## src/design/phit_cfg.svh

```systemverilog
`ifndef PHIT_CFG_SVH
`define PHIT_CFG_SVH

// fraction bits of every fixed-point word.
`define PHIT_Q_BITS 10

// width of one vector component.
`define PHIT_FIX_W 32

// words held by each vector fifo.
`define PHIT_FIFO_DEPTH 16

`endif

```

## src/design/fixed_pkg.sv

```systemverilog
`default_nettype none

`include "phit_cfg.svh"

package fixed_pkg;

    // signed q-format scalar, used for t and for every component.
    typedef logic signed [`PHIT_FIX_W-1:0] fix_t;

    // full product of two scalars, before realignment.
    typedef logic signed [2*`PHIT_FIX_W-1:0] prod_t;

endpackage

`default_nettype wire

```

## src/design/vec_pkg.sv

```systemverilog
`default_nettype none

package vec_pkg;
    import fixed_pkg::*;

    // three-component vector, x in the top bits.
    typedef struct packed {
        fix_t x;
        fix_t y;
        fix_t z;
    } vec3_t;

    // raw storage word of one vector.
    typedef logic [$bits(vec3_t)-1:0] vec_word_t;

endpackage

`default_nettype wire

```

## src/design/vec_fifo.sv

```systemverilog
`timescale 1ns/1ns
`default_nettype none

`include "phit_cfg.svh"

module vec_fifo
    import vec_pkg::*;
#(
    parameter int DEPTH = `PHIT_FIFO_DEPTH
) (
    input  logic  clock,
    input  logic  arst_n,
    input  logic  wr_en,
    input  vec3_t din,
    output logic  full,
    input  logic  rd_en,
    output vec3_t dout,
    output logic  empty
);

    localparam int PTR_W = (DEPTH > 1) ? $clog2(DEPTH) : 1;
    localparam int CNT_W = $clog2(DEPTH + 1);

    typedef logic [PTR_W-1:0] ptr_t;
    typedef logic [CNT_W-1:0] cnt_t;

    vec_word_t mem [DEPTH];

    ptr_t wr_ptr;
    ptr_t rd_ptr;
    cnt_t count;

    logic do_wr;
    logic do_rd;

    assign do_wr = wr_en && !full;
    assign do_rd = rd_en && !empty;

    assign full  = (count == cnt_t'(DEPTH));
    assign empty = (count == '0);

    // head word goes out without a register.
    assign dout = vec3_t'(mem[rd_ptr]);

    always_ff @(posedge clock) begin
        if (do_wr) begin
            mem[wr_ptr] <= vec_word_t'(din);
        end
    end

    always_ff @(posedge clock or negedge arst_n) begin
        if (!arst_n) begin
            wr_ptr <= '0;
            rd_ptr <= '0;
            count  <= '0;
        end else begin
            if (do_wr) begin
                wr_ptr <= (wr_ptr == ptr_t'(DEPTH - 1)) ? '0 : wr_ptr + 1'b1;
            end
            if (do_rd) begin
                rd_ptr <= (rd_ptr == ptr_t'(DEPTH - 1)) ? '0 : rd_ptr + 1'b1;
            end
            case ({do_wr, do_rd})
                2'b10:   count <= count + 1'b1;
                2'b01:   count <= count - 1'b1;
                default: count <= count;
            endcase
        end
    end

    // the writer must watch full.
    a_no_wr_full : assert property (@(posedge clock) disable iff (!arst_n)
        !(wr_en && full))
        else $error("vec_fifo: write while full");

    // the reader must watch empty.
    a_no_rd_empty : assert property (@(posedge clock) disable iff (!arst_n)
        !(rd_en && empty))
        else $error("vec_fifo: read while empty");

endmodule

`default_nettype wire

```

## config.mk

```make
export PLATFORM = sky130hd
export DESIGN_NAME = vec_fifo
export DESIGN_NICKNAME = d
export VERILOG_FILES = /design/src/design/fixed_pkg.sv /design/src/design/vec_pkg.sv /design/src/design/vec_fifo.sv
export VERILOG_INCLUDE_DIRS = /design/src /design/src/design
export SDC_FILE = /design/constraint.sdc
export NUM_CORES = 1
export LEC_CHECK = 0
export BUFFER_PORTS_ARGS = -buffer_cell sky130_fd_sc_hd__buf_2
export CORE_UTILIZATION = 40
export DETAILED_ROUTE_END_ITERATION = 10
export MAX_ROUTING_LAYER = met4
export PLACE_DENSITY = 0.53
export SETUP_SLACK_MARGIN = 0.3
export SYNTH_ARGS = -nofsm -noshare
export SYNTH_HDL_FRONTEND = slang
export SYNTH_SLANG_ARGS = --single-unit
export TNS_END_PERCENT = 100
```

## constraint.sdc

```tcl
create_clock -name clock -period 9.55 [get_ports clock]
set_clock_uncertainty 0.05 [all_clocks]
set_input_delay 0.955 -clock clock [delete_from_list [all_inputs] [get_ports clock]]
set_output_delay 0.955 -clock clock [all_outputs]
set_load 0.02 [all_outputs]
```

==> impl_metrics.py <==
metrics = {
    "floorplan": {
        "dieArea_um2": 149800,
        "ios": 198,
        "start_util_pct": 40.48,
        "fp.dieW_um": 387.0,
        "core_um2": 146400,
        "rows": 140,
        "die_height_um": 387.0,
    },
    "synth": {
        "synth_compound_area_share_pct": 3.626,
        "synth_nets": 2761,
        "synth_cell_type_count": 38,
        "synth_area_per_cell_um2": 22.36,
        "synth_xor_area_share_pct": 0.08864,
        "yosysWarnings": 0,
        "synth_top_family_by_area": "multiplexers",
        "yosysMostFrequentCell": "edfxtp_1",
        "netlist_top_cells_count": "edfxtp_1, mux2i_1, mux4_2",
        "synth_area_leaders": "edfxtp_1, mux4_2, mux2i_1",
        "ys_ff_latch": 1549,
        "yosysTopAreaCellShare_pct": 77.80,
        "syn_area_um2": 59280,
        "syn_inst": 2651,
        "ys_async_sr_fraction_pct": 0.8393,
        "synth_edf_count": 1536,
        "synthAdderAreaFrac_pct": 0.2237,
        "synth_simple_gate_area_share_pct": 0.3124,
        "synthMuxAreaShare_pct": 15.88,
        "ys.flop_type": "edfxtp_1",
        "yosysSeqAreaShare_pct": 78.35,
        "yosysTopAreaCell": "edfxtp_1",
    },
    "sta": {
        "report.final.slew_viol_count": 0,
        "hold_viol": 0,
        "rsz0062_at_grt": "no",
        "max_slew.worst_pin.slew_ns": 1.162,
        "maxSlewHeadroom_pct": 22.56,
        "period_share_pct": 58.38,
        "setup_tns_ns": 0,
        "setup_viol": 0,
        "max_freq_mhz": 179.4,
        "period_minus_slack_ns": 5.575,
    },
    "worst_setup_path": {
        "crit_chain": "buf_4 > buf_4 > mux2i_1 > o21ai_1 > buf_2",
        "critPathMostFrequentCell": "buf_4",
        "arrival_ns": 4.57,
        "end_kind": "output port",
        "slowest_delay_ns": 1.04,
        "setup.worst_path.class": "reg -> out",
        "worst_path_max_delay_cell": "dfrtp_4",
        "cp_max_fo": 60,
        "start_kind": "register",
        "critPathRequiredTime_ns": 8.55,
    },
    "place": {
        "gp_congestion": 0.7227,
        "dpl-instance-area_um2": 62470,
        "port-buffer-count": 197,
        "dpl.hpwl_mm": 70.53,
    },
    "global_route": {
        "antenna_found_initial": 32,
        "grt_pass1_wl_mm": 211.3,
        "groute.usage.overall_pct": 20.17,
        "grt-ovfl-total": 0,
        "grt_max_degree": 142,
        "first_global_vias": 30016,
    },
    "power_and_ir_drop": {
        "p_leak_nw": 21.65,
        "power.density_nw_per_um2": 307.0,
        "ir_drop_uv": 222.9,
    },
    "route": {
        "drc_errors": 0,
        "drt_pass1_iterations": 5,
        "drtAntennaViolNets": 0,
        "wl_per_cell_um": 29.26,
        "drt_iter0_drc": 2505,
        "wl_mm": 145.8,
        "routed-via-count": 28072,
        "via_per_inst": 5.634,
    },
    "finish": {
        "drive_above_1_share_pct": 25.90,
        "syn2layout_area_growth_pct": 14.12,
        "finalCoreUtilization_pct": 46.20,
        "multi_input_area_um2": 12060,
        "fillers": 12124,
        "regArea_um2": 46460,
        "nets": 3028,
        "final_area_um2": 67650,
    },
    "outcome": {
        "status": "finished clean",
    },
    "cts": {
        "ctsHoldBuffers": 1,
        "clkTransAtPathRegs_ns": 0.06,
        "htreeDepth": 4,
        "cts_max_path_buffers": 3,
        "cts-root-buf": "clkbuf_16",
        "clk_latency_ns": 0.77,
        "cts_tree": "yes",
        "clock-sinks": 1549,
        "cts.repair.resized": 0,
        "numCtsBuffers": 165,
        "post_cts_buffers": 0,
    },
    "job": {
        "maxCapViolCount": 0,
    },
    "worst_hold_path": {
        "hold_class": "in -> reg",
    },
}
layout by cell type (no fill, tap or decap), types with 4 or more instances in the layout:
master,netlist,routed
a22oi_1,96,96
a32oi_1,96,96
buf_12,0,9
buf_2,37,197
buf_4,30,49
bufinv_16,0,10
clkbuf_1,64,37
clkbuf_16,0,168
clkinv_1,0,38
clkinv_2,0,30
clkinv_8,0,5
dfrtp_1,13,10
diode_2,0,20
edfxtp_1,1536,1536
ha_1,9,9
mux2i_1,289,289
mux4_2,288,288
nand2_1,10,10
nor2_4,0,13
nor3_2,0,4
o21ai_0,5,5
o21ai_1,96,96
xnor2_1,5,5
metal layers:
| layer | share of wire, % | GRT usage (%) | up-vias | wire length (um) |
|---|---|---|---|---|
| met4 | 1.7 | 4.940 | 0 | 2541 |
| li1 | - | - | 11908 | - |
| met5 | 0 | - | - | 0 |
| met3 | 6.1 | 4.206 | 182 | 8913 |
| met1 | 43 | 26.62 | 15210 | 62700 |
| met2 | 49 | 32.05 | 772 | 71660 |
registers in the layout, indices dropped and copies added, names as in the netlist:
name,flops
wr_ptr,4
count,5
rd_ptr,4
mem,1536
final timing paths:
| check | to | cells past startpoint | start | slack, ns |
|---|---|---|---|---|
| max | dout[4] | 5 | rd_ptr[3] | 3.97 |
| min | rd_ptr[3] | 3 | rd_en | 0.48 |
| max reg2reg | mem[11][47] | 6 | count[0] | 5.93 |
| min reg2reg | count[2] | 2 | count[2] | 0.50 |
| max in group asynchronous | rd_ptr[1] | 2 | arst_n | 8.56 |
| min in group asynchronous | count[0] | 2 | arst_n | 0.58 |
where the power goes:
group	internal [mW]	switching, mW
combinational	2.39	3.89
sequential	8.14	0.288
clock	3.49	2.57
final cells by class:
type | instances | share of cell area (%)
Multi-Input combinational cell | 942 | 17.83
Antenna cell | 20 | 0.07398
Timing Repair Buffer | 256 | 2.282
Inverter | 4 | 0.02589
Clock inverter | 90 | 1.154
Sequential cell | 1549 | 68.67
Tap cell | 1917 | 3.545
Clock buffer | 205 | 6.419
critical path: cells and delay by family, from the launching register on:
family	cells	cell delay [ns]
DFF	1	1.04
muxes	1	0.17
AOI/OAI and AO/OA	1	0.44
buffers and inverters	3	2.02
cell families (layout without fill, tap and decap cells):
family	after synthesis	count (layout)
flops	1549	1549
mux	580	580
compound gates	305	305
buf+inv	160	555
simple gates	41	41
fa+ha+maj	10	10
xor+xnor	6	6
other cells	0	20
stage by stage:
stage                     cells  worst slack, ns  power (mW)  hold WS (ns)
after global routing       4980            3.644       21.67        0.4454
after floorplan            2651           0.7471       12.90        0.4420
after detailed placement   4667            4.757       14.99        0.4918
after global placement     4667            4.744       14.92        0.4620
after CTS                  4963            3.888       21.08        0.4218
final                      4983            3.975       20.77        0.4807
Power figures use the tool's default switching activity.
